==> config.mk <==
export PLATFORM = sky130hd
export DESIGN_NAME = vid_timing_gen
export DESIGN_NICKNAME = d
export VERILOG_FILES = /design/src/hw/vid_timing_pkg.sv /design/src/hw/raster_counter.sv /design/src/hw/line_flags.sv /design/src/hw/trs_formatter.sv /design/src/hw/vid_timing_gen.sv
export SDC_FILE = /design/constraint.sdc
export NUM_CORES = 1
export LEC_CHECK = 0
export BUFFER_PORTS_ARGS = -buffer_cell sky130_fd_sc_hd__buf_2
export CAP_MARGIN = 20
export CORE_AREA = 5 5 91 127
export CTS_CLUSTER_SIZE = 25
export DETAILED_ROUTE_END_ITERATION = 8
export DIE_AREA = 0 0 96 132
export PLACE_DENSITY = 0.92
export SYNTH_ARGS = -nofsm -noshare
export SYNTH_HDL_FRONTEND = slang
export SYNTH_SLANG_ARGS = --single-unit
==> constraint.sdc <==
create_clock -name vid_clk -period 2.21 [get_ports vid_clk]
set_input_delay 0.221 -clock vid_clk [delete_from_list [all_inputs] [get_ports vid_clk]]
set_output_delay 0.221 -clock vid_clk [all_outputs]
set_load 0.02 [all_outputs]
==> src/hw/vid_timing_pkg.sv <==
/*
 * Video timing generator types and constants
 */
`default_nettype none

package vid_timing_pkg;

  // --------------------------------------------------------------------------
  // Widths and sizes
  // --------------------------------------------------------------------------
  localparam int h_width = 15;
  localparam int v_width = 11;
  localparam int eav_words = 8;
  localparam int sav_words = 4;

  // Timing reference and blanking symbols
  localparam logic [9:0] trs_preamble = 10'h3ff;
  localparam logic [9:0] black_luma = 10'h040;
  localparam logic [9:0] black_chroma = 10'h200;

  // SMPTE 352 sampling structures that carry RGB
  localparam logic [3:0] structure_444_rgb = 4'h2;
  localparam logic [3:0] structure_4444_rgba = 4'h6;
  localparam logic [3:0] structure_4444_rgbd = 4'ha;

  localparam logic interlace_code = 1'b1;

  // --------------------------------------------------------------------------
  // Video standard word
  // --------------------------------------------------------------------------
  typedef struct packed {
    logic [3:0] rsvd_31_28;
    logic [3:0] interface_code;
    logic       interlace;
    logic [2:0] rsvd_22_20;
    logic [3:0] picture_rate;
    logic [3:0] rsvd_15_12;
    logic [3:0] structure;
    logic [7:0] rsvd_7_0;
  } vid_std_fields_t;

  typedef union packed {
    logic [31:0]     raw;
    vid_std_fields_t fields;
  } vid_std_u;

  // Raster geometry, all line and sample numbers count from 1
  typedef struct packed {
    logic [h_width-1:0] h_limit;
    logic [h_width-1:0] h_sav;
    logic [v_width-1:0] v_limit;
    logic [v_width-1:0] v1_start;
    logic [v_width-1:0] v1_end;
    logic [v_width-1:0] v2_start;
    logic [v_width-1:0] v2_end;
    logic [v_width-1:0] f1_start;
    logic [v_width-1:0] f2_start;
  } raster_cfg_t;

  // --------------------------------------------------------------------------
  // Pipeline items
  // --------------------------------------------------------------------------
  typedef enum logic [1:0] {
    phase_none,
    phase_eav,
    phase_sav
  } trs_phase_e;

  typedef struct packed {
    logic [h_width-1:0] h_pos;
    logic [v_width-1:0] v_pos;
    trs_phase_e         phase;
    logic [2:0]         trs_index;
  } raster_pos_t;

  typedef struct packed {
    raster_pos_t        pos;
    logic               f;
    logic               v;
    logic               h;
    logic [v_width-1:0] pic_line;
  } line_state_t;

  typedef struct packed {
    logic [19:0] data;
    logic        trs;
    logic [2:0]  fvh;
  } vid_word_t;

endpackage

`default_nettype wire

==> src/hw/raster_counter.sv <==
/*
 * Raster position counter
 */
`timescale 1ns/1ns
`default_nettype none

module raster_counter import vid_timing_pkg::*; (
  input  logic        vid_clk,
  input  logic        vid_reset,
  input  logic        advance,
  input  raster_cfg_t cfg,
  output raster_pos_t pos
);

  raster_pos_t pos_next;
  logic        h_end;
  logic        v_end;

  assign h_end = (pos.h_pos == cfg.h_limit);
  assign v_end = (pos.v_pos == cfg.v_limit);

  // --------------------------------------------------------------------------
  // Next sample position
  // --------------------------------------------------------------------------
  always_comb begin
    pos_next = pos;

    if (h_end) begin
      pos_next.h_pos = h_width'(1);
      pos_next.v_pos = v_end ? v_width'(1) : pos.v_pos + v_width'(1);
    end else begin
      pos_next.h_pos = pos.h_pos + h_width'(1);
    end

    // EAV opens every line, SAV follows sample h_sav
    if (h_end) begin
      pos_next.phase = phase_eav;
      pos_next.trs_index = '0;
    end else if (pos.phase == phase_eav && pos.trs_index != 3'(eav_words - 1)) begin
      pos_next.trs_index = pos.trs_index + 3'd1;
    end else if (pos.h_pos == cfg.h_sav) begin
      pos_next.phase = phase_sav;
      pos_next.trs_index = '0;
    end else if (pos.phase == phase_sav && pos.trs_index != 3'(sav_words - 1)) begin
      pos_next.trs_index = pos.trs_index + 3'd1;
    end else begin
      pos_next.phase = phase_none;
      pos_next.trs_index = '0;
    end
  end

  // --------------------------------------------------------------------------
  // Position register
  // --------------------------------------------------------------------------
  always_ff @(posedge vid_clk) begin
    if (vid_reset) begin
      // Parked on the last sample of the frame
      // first advance yields line 1, sample 1
      pos.h_pos <= cfg.h_limit;
      pos.v_pos <= cfg.v_limit;
      pos.phase <= phase_none;
      pos.trs_index <= '0;
    end else if (advance) begin
      pos <= pos_next;
    end
  end

endmodule

`default_nettype wire

==> src/hw/line_flags.sv <==
/*
 * Field, blanking and line number flags
 */
`timescale 1ns/1ns
`default_nettype none

module line_flags import vid_timing_pkg::*; (
  input  logic        vid_clk,
  input  logic        vid_reset,
  input  logic        advance,
  input  raster_cfg_t cfg,
  input  vid_std_u    std_word,
  input  raster_pos_t pos,
  output line_state_t state
);

  logic               eav_start;
  logic               sav_last;
  logic               v_set;
  logic               v_clear;
  logic               f_set;
  logic               f_clear;
  logic               v_next;
  logic               f_next;
  logic [v_width-1:0] pic_step;

  assign eav_start = (pos.phase == phase_eav) && (pos.trs_index == '0);

  // Held item is the previous sample, so its last SAV word ends H
  assign sav_last = (state.pos.phase == phase_sav) &&
                    (state.pos.trs_index == 3'(sav_words - 1));

  // --------------------------------------------------------------------------
  // Line boundary compares
  // --------------------------------------------------------------------------
  assign v_set = (pos.v_pos == cfg.v1_end) || (pos.v_pos == cfg.v2_end);
  assign v_clear = (pos.v_pos == cfg.v1_start) || (pos.v_pos == cfg.v2_start);
  assign f_set = (pos.v_pos == cfg.f2_start);
  assign f_clear = (pos.v_pos == cfg.f1_start);

  always_comb begin
    v_next = state.v;
    if (v_set) begin
      v_next = 1'b1;
    end else if (v_clear) begin
      v_next = 1'b0;
    end

    f_next = state.f;
    if (f_set) begin
      f_next = 1'b1;
    end else if (f_clear) begin
      f_next = 1'b0;
    end
  end

  // Interlaced pictures number their lines across both fields
  assign pic_step = (std_word.fields.interlace == interlace_code) ?
                    v_width'(2) : v_width'(1);

  // --------------------------------------------------------------------------
  // Flag and position register
  // --------------------------------------------------------------------------
  always_ff @(posedge vid_clk) begin
    if (vid_reset) begin
      state.pos <= '0;
      state.f <= 1'b1;
      state.v <= 1'b1;
      state.h <= 1'b1;
      state.pic_line <= '0;
    end else if (advance) begin
      state.pos <= pos;
      if (eav_start) begin
        state.f <= f_next;
        state.v <= v_next;
        state.h <= 1'b1;
        // Old V still held here marks the first active line
        if (v_next) begin
          state.pic_line <= '0;
        end else if (state.v) begin
          state.pic_line <= f_next ? v_width'(2) : v_width'(1);
        end else begin
          state.pic_line <= state.pic_line + pic_step;
        end
      end else if (sav_last) begin
        state.h <= 1'b0;
      end
    end
  end

endmodule

`default_nettype wire

==> src/hw/trs_formatter.sv <==
/*
 * Output word formatter and handshake
 */
`timescale 1ns/1ns
`default_nettype none

module trs_formatter import vid_timing_pkg::*; (
  input  logic        vid_clk,
  input  logic        vid_reset,
  input  vid_std_u    std_word,
  input  line_state_t state,
  output logic        advance,
  output vid_word_t   out_word,
  output logic        out_valid,
  input  logic        out_ready
);

  logic [9:0]  xyz;
  logic [9:0]  trs_sym;
  logic        rgb_black;
  logic [19:0] blank_data;
  vid_word_t   word_next;
  logic [1:0]  fill_count;

  // Line number words, low bits then high bits
  function automatic logic [9:0] ln_low(input logic [v_width-1:0] line);
    return {~line[6], line[6:0], 2'b00};
  endfunction

  function automatic logic [9:0] ln_high(input logic [v_width-1:0] line);
    return {4'b1000, line[10:7], 2'b00};
  endfunction

  // Whole pipeline moves when the output slot is free or being taken
  assign advance = ~out_valid | out_ready;

  // --------------------------------------------------------------------------
  // Timing reference symbols
  // --------------------------------------------------------------------------
  assign xyz = {1'b1, state.f, state.v, state.h,
                state.v ^ state.h,
                state.f ^ state.h,
                state.f ^ state.v,
                state.f ^ state.v ^ state.h,
                2'b00};

  always_comb begin
    case (state.pos.trs_index)
      3'd0: trs_sym = trs_preamble;
      3'd1, 3'd2: trs_sym = 10'h000;
      3'd3: trs_sym = xyz;
      3'd4: trs_sym = ln_low(state.pos.v_pos);
      3'd5: trs_sym = ln_high(state.pos.v_pos);
      3'd6: trs_sym = ln_low(state.pic_line);
      default: trs_sym = ln_high(state.pic_line);
    endcase
  end

  // --------------------------------------------------------------------------
  // Blanking level
  // --------------------------------------------------------------------------
  always_comb begin
    case (std_word.fields.structure)
      structure_444_rgb, structure_4444_rgba, structure_4444_rgbd: rgb_black = 1'b1;
      default: rgb_black = 1'b0;
    endcase
  end

  assign blank_data = {black_luma, rgb_black ? black_luma : black_chroma};

  always_comb begin
    word_next.fvh = {state.f, state.v, state.h};
    if (state.pos.phase == phase_none) begin
      word_next.data = blank_data;
      word_next.trs = 1'b0;
    end else begin
      // Same symbol on luma and chroma
      word_next.data = {trs_sym, trs_sym};
      word_next.trs = (state.pos.trs_index == '0);
    end
  end

  // --------------------------------------------------------------------------
  // Output register
  // --------------------------------------------------------------------------
  // Two advances fill the earlier stages after reset
  always_ff @(posedge vid_clk) begin
    if (vid_reset) begin
      fill_count <= '0;
      out_valid <= 1'b0;
    end else if (advance) begin
      if (fill_count != 2'd2) begin
        fill_count <= fill_count + 2'd1;
      end
      out_valid <= (fill_count == 2'd2);
    end
  end

  always_ff @(posedge vid_clk) begin
    if (advance) begin
      out_word <= word_next;
    end
  end

endmodule

`default_nettype wire

==> src/hw/vid_timing_gen.sv <==
/*
 * Test raster generator top level
 */
`timescale 1ns/1ns
`default_nettype none

module vid_timing_gen import vid_timing_pkg::*; (
  input  logic        vid_clk,
  input  logic        vid_reset,
  input  raster_cfg_t cfg,
  input  vid_std_u    std_word,
  output vid_word_t   out_word,
  output logic        out_valid,
  input  logic        out_ready
);

  raster_pos_t pos;
  line_state_t state;
  logic        advance;

  // Sample and line counters
  raster_counter raster_counter_i (
    .vid_clk   (vid_clk),
    .vid_reset (vid_reset),
    .advance   (advance),
    .cfg       (cfg),
    .pos       (pos)
  );

  // F, V, H and picture line
  line_flags line_flags_i (
    .vid_clk   (vid_clk),
    .vid_reset (vid_reset),
    .advance   (advance),
    .cfg       (cfg),
    .std_word  (std_word),
    .pos       (pos),
    .state     (state)
  );

  // Word build and output handshake
  trs_formatter trs_formatter_i (
    .vid_clk   (vid_clk),
    .vid_reset (vid_reset),
    .std_word  (std_word),
    .state     (state),
    .advance   (advance),
    .out_word  (out_word),
    .out_valid (out_valid),
    .out_ready (out_ready)
  );

endmodule

`default_nettype wire

==> qor.yml <==
crit_path_end_kind: "register"
synth_seq_area_share_pct: 38.26
ff2ff_path_depth: 7
synth_xor_area_share_pct: 24.06
tns_ns: 0
rows: 44
synth-edff-count: 41
synthToLayoutAreaGrowth_pct: 23.77
numCtsBuffers: 9
dieArea_um2: 12670
synthSimpleGateAreaFrac_pct: 16.92
initial_core_util_pct: 50.84
ir_worst_vdd_uv: 584.9
layoutNonFillerInstCount: 867
setup_viol: 0
root_buffer: "clkbuf_16"
dieHeight_um: 132
synth_mux_area_share_pct: 0.1923
power.leakage_nw: 2.763
final_cell_area_um2: 6444
cts_tree: "yes"
hold_class: "in2reg"
place_ws_ns: 0.1620
hold-path-endpoint: "line_flags_i.state[22]"
drc_errors: 0
postCtsSetupBuffers: 0
clk_latency_ns: 0.35
rr_endpoint: "line_flags_i.state[1]"
port-buffer-count: 139
fin_skew_ns: 0.01342
clkSinkCount: 79
cp_slowest_cell: "edfxtp_1"
postCtsHoldBufs: 0
firstDrtPassIters: 5
via_per_inst: 5.524
cp-start-kind: "register"
synth_compound_area_share_pct: 11.92
crit_chain: "buf_4 -> xor2_1 -> nor4_1 -> a31oi_1 -> nand2_1 -> a211oi_1 -> a32o_1"
tightest_slew_ns: 0.6506
synthArstFlopShare_pct: 0
synth_ff_type: "edfxtp_1"
crit_family: "compound AO/OA/AOI/OAI gates"
syn_area_um2: 5206
hp-start: "vid_reset"
wirelength_um: 14310
cp_num_buf_inv: 1
grt_pass1_vias: 4917
r2r_start: "raster_counter_i.pos[14]"
grt_antenna_before_repair: 0
slowest_delay_ns: 0.54
ios: 167
final-hold-violation-count: 0
ys_ff_latch: 79
synthAdderAreaFrac_pct: 2.547
rsz0062_at_grt: "no"
critPathKind: "reg2reg"
vias: 4789
dpl.hpwl_um: 10980
crit_arrival_ns: 2.38
utilization_pct: 62.93
final_nets: 876
status: "complete, no violations"
relSlewSlack_pct: 56.58
n_antenna_cell: 0
fin_crit_sh_pct: 94.24
drive_gt1_share_pct: 27.85
globalplace.congestion: 0.9215
cp.required_ns: 2.50
whs_path_depth: 2
grt_max_degree: 29
gr-total-overflow: 0
slew_violations: 0
core_area_um2: 10240
grt_pass1_wl_um: 22910
yosysWarningCount: 0
syn_inst: 578
fill_cells: 824
fmax_mhz: 480.2
syn_nets: 730
fin_crit_ns: 2.083
drtIter0Drc: 308
synth_top_family_by_area: "XOR/XNOR gates"
crit_fanout: 6
wl_per_cell_um: 16.51
synth_cell_type_count: 51
path_depth: 7
drv_cap: 0
cts.clk_slew.worst_paths_ns: 0.07
post_synth.cell_area_avg_um2: 9.007
power_density_nw_per_um2: 711.0
dp_cells: 851
ant_nets: 0
track_usage_pct: 23.06
reg2reg_setup_slack_ns: 0.13
h-tree-depth: 3
dpl-instance-area_um2: 6118
die_w_um: 96
clockBufferDepth: 2
setup_slack_ns: 0.1274
[repair_timing]
item | CTS | global route
gates resized for setup | 0 | 1
setup endpoints to repair | 0 | 4
hold endpoints to repair | 0 | 0
[registers in the layout, summed over array words and instances, names as in the netlist]
register	flops
line_flags_i.state	30
trs_formatter_i.fill_count	2
trs_formatter_i.out_valid	1
raster_counter_i.pos	31
trs_formatter_i.out_word	15
[final cells by class]
cell class                 instances  area (um2)  share of cell area (%)
multi-input combinational        440        2903                   45.05
timing repair buffer             177       993.5                   15.42
clock buffer                       9       225.2                   3.495
clock inverter                     7       93.84                   1.456
inverter                          17       63.81                  0.9903
tap                              138       172.7                   2.680
sequential                        79        1992                   30.91
[power by group]
group	internal [mW]	leakage [nW]	switching (mW)
Clock	0.991	0.160	0.604
Combinational	0.514	1.86	0.592
Sequential	1.72	0.744	0.157
Total	3.23	2.76	1.35
[worst max path at each step]
stage | startpoint | to | slack [ns]
2_1_floorplan | raster_counter_i.pos[23] | raster_counter_i.pos[10] | 0.19
3_3_place_gp | raster_counter_i.pos[20] | raster_counter_i.pos[11] | 0.20
3_5_place_dp | raster_counter_i.pos[29] | raster_counter_i.pos[13] | 0.16
4_1_cts | raster_counter_i.pos[29] | raster_counter_i.pos[8] | 0.12
5_1_grt | raster_counter_i.pos[11] | raster_counter_i.pos[12] | 0.009
6_report | raster_counter_i.pos[14] | line_flags_i.state[1] | 0.13
[metrics by stage]
stage / hold slack (ns) / total power, mW
after global placement: 0.4424 / 2.935
after floorplan: 0.4064 / 2.614
after CTS: 0.1324 / 4.587
after detailed placement: 0.4461 / 2.985
final: 0.1411 / 4.581
after global routing: 0.1439 / 4.780
[kinds of logic after synthesis]
logic type | after synthesis
muxes | 1
and+or+nand+nor | 186
DFF | 79
xor gates and xnor gates | 143
AOI/OAI and AO/OA | 100
buffers and inverters | 59
adders and majority gates | 10
[layer usage]
metal	GRT usage, %	wire length [um]	vias to the layer above	share of wire, %
met5	0	0	-	0
met1	24.56	5268	2226	37
met3	5.654	948	63	6.6
li1	-	-	2274	-
met4	13.13	614	0	4.3
met2	40.15	7479	226	52
[cells in the final DEF (no fill, tap or decap), drive strengths merged, types with 2 or more instances in the layout]
cell,netlist,routed
a211oi,4,4
a21o,4,4
a21oi,23,23
a22o,5,5
a22oi,4,4
a31oi,6,6
a32o,3,3
and3,14,14
buf,26,177
bufinv,0,2
clkbuf,16,9
clkinv,0,3
dfxtp,38,38
edfxtp,41,41
ha,9,9
inv,17,19
nand2,80,80
nand3,20,20
nand4,13,13
nor2,29,29
nor2b,3,3
nor3,6,6
nor4,14,14
o211ai,5,5
o21ai,39,39
or2,2,2
xnor2,58,58
xor2,85,85
[synthesized netlist by cell type (all sizes together) (2+ instances only)]
library cell / instances / share of area, %
and3: 14 / 1.7
a211oi: 4 / 0.67
a21oi: 23 / 2.2
a22o: 5 / 0.84
nor3: 6 / 0.58
nand2: 80 / 5.8
o211ai: 5 / 0.72
nor2b: 3 / 0.36
a32o: 3 / 0.58
ha: 9 / 2.2
clkbuf: 16 / 1.2
edfxtp: 41 / 24
xor2: 85 / 14
xnor2: 58 / 9.8
nand3: 20 / 1.9
nor2: 29 / 2.1
a31oi: 6 / 0.84
nor4: 14 / 1.8
buf: 26 / 3.6
a21o: 4 / 0.58
or2: 2 / 0.29
dfxtp: 38 / 15
a22oi: 4 / 0.58
inv: 17 / 1.2
nand4: 13 / 1.6
o21ai: 39 / 3.8
[worst reg2reg max path: stages, from the launching register on]
cell,delay (ns)
edfxtp_1,0.54
buf_4,0.25
xor2_1,0.17
nor4_1,0.09
a31oi_1,0.27
nand2_1,0.09
a211oi_1,0.40
a32o_1,0.23
Power figures use the tool's default switching activity.
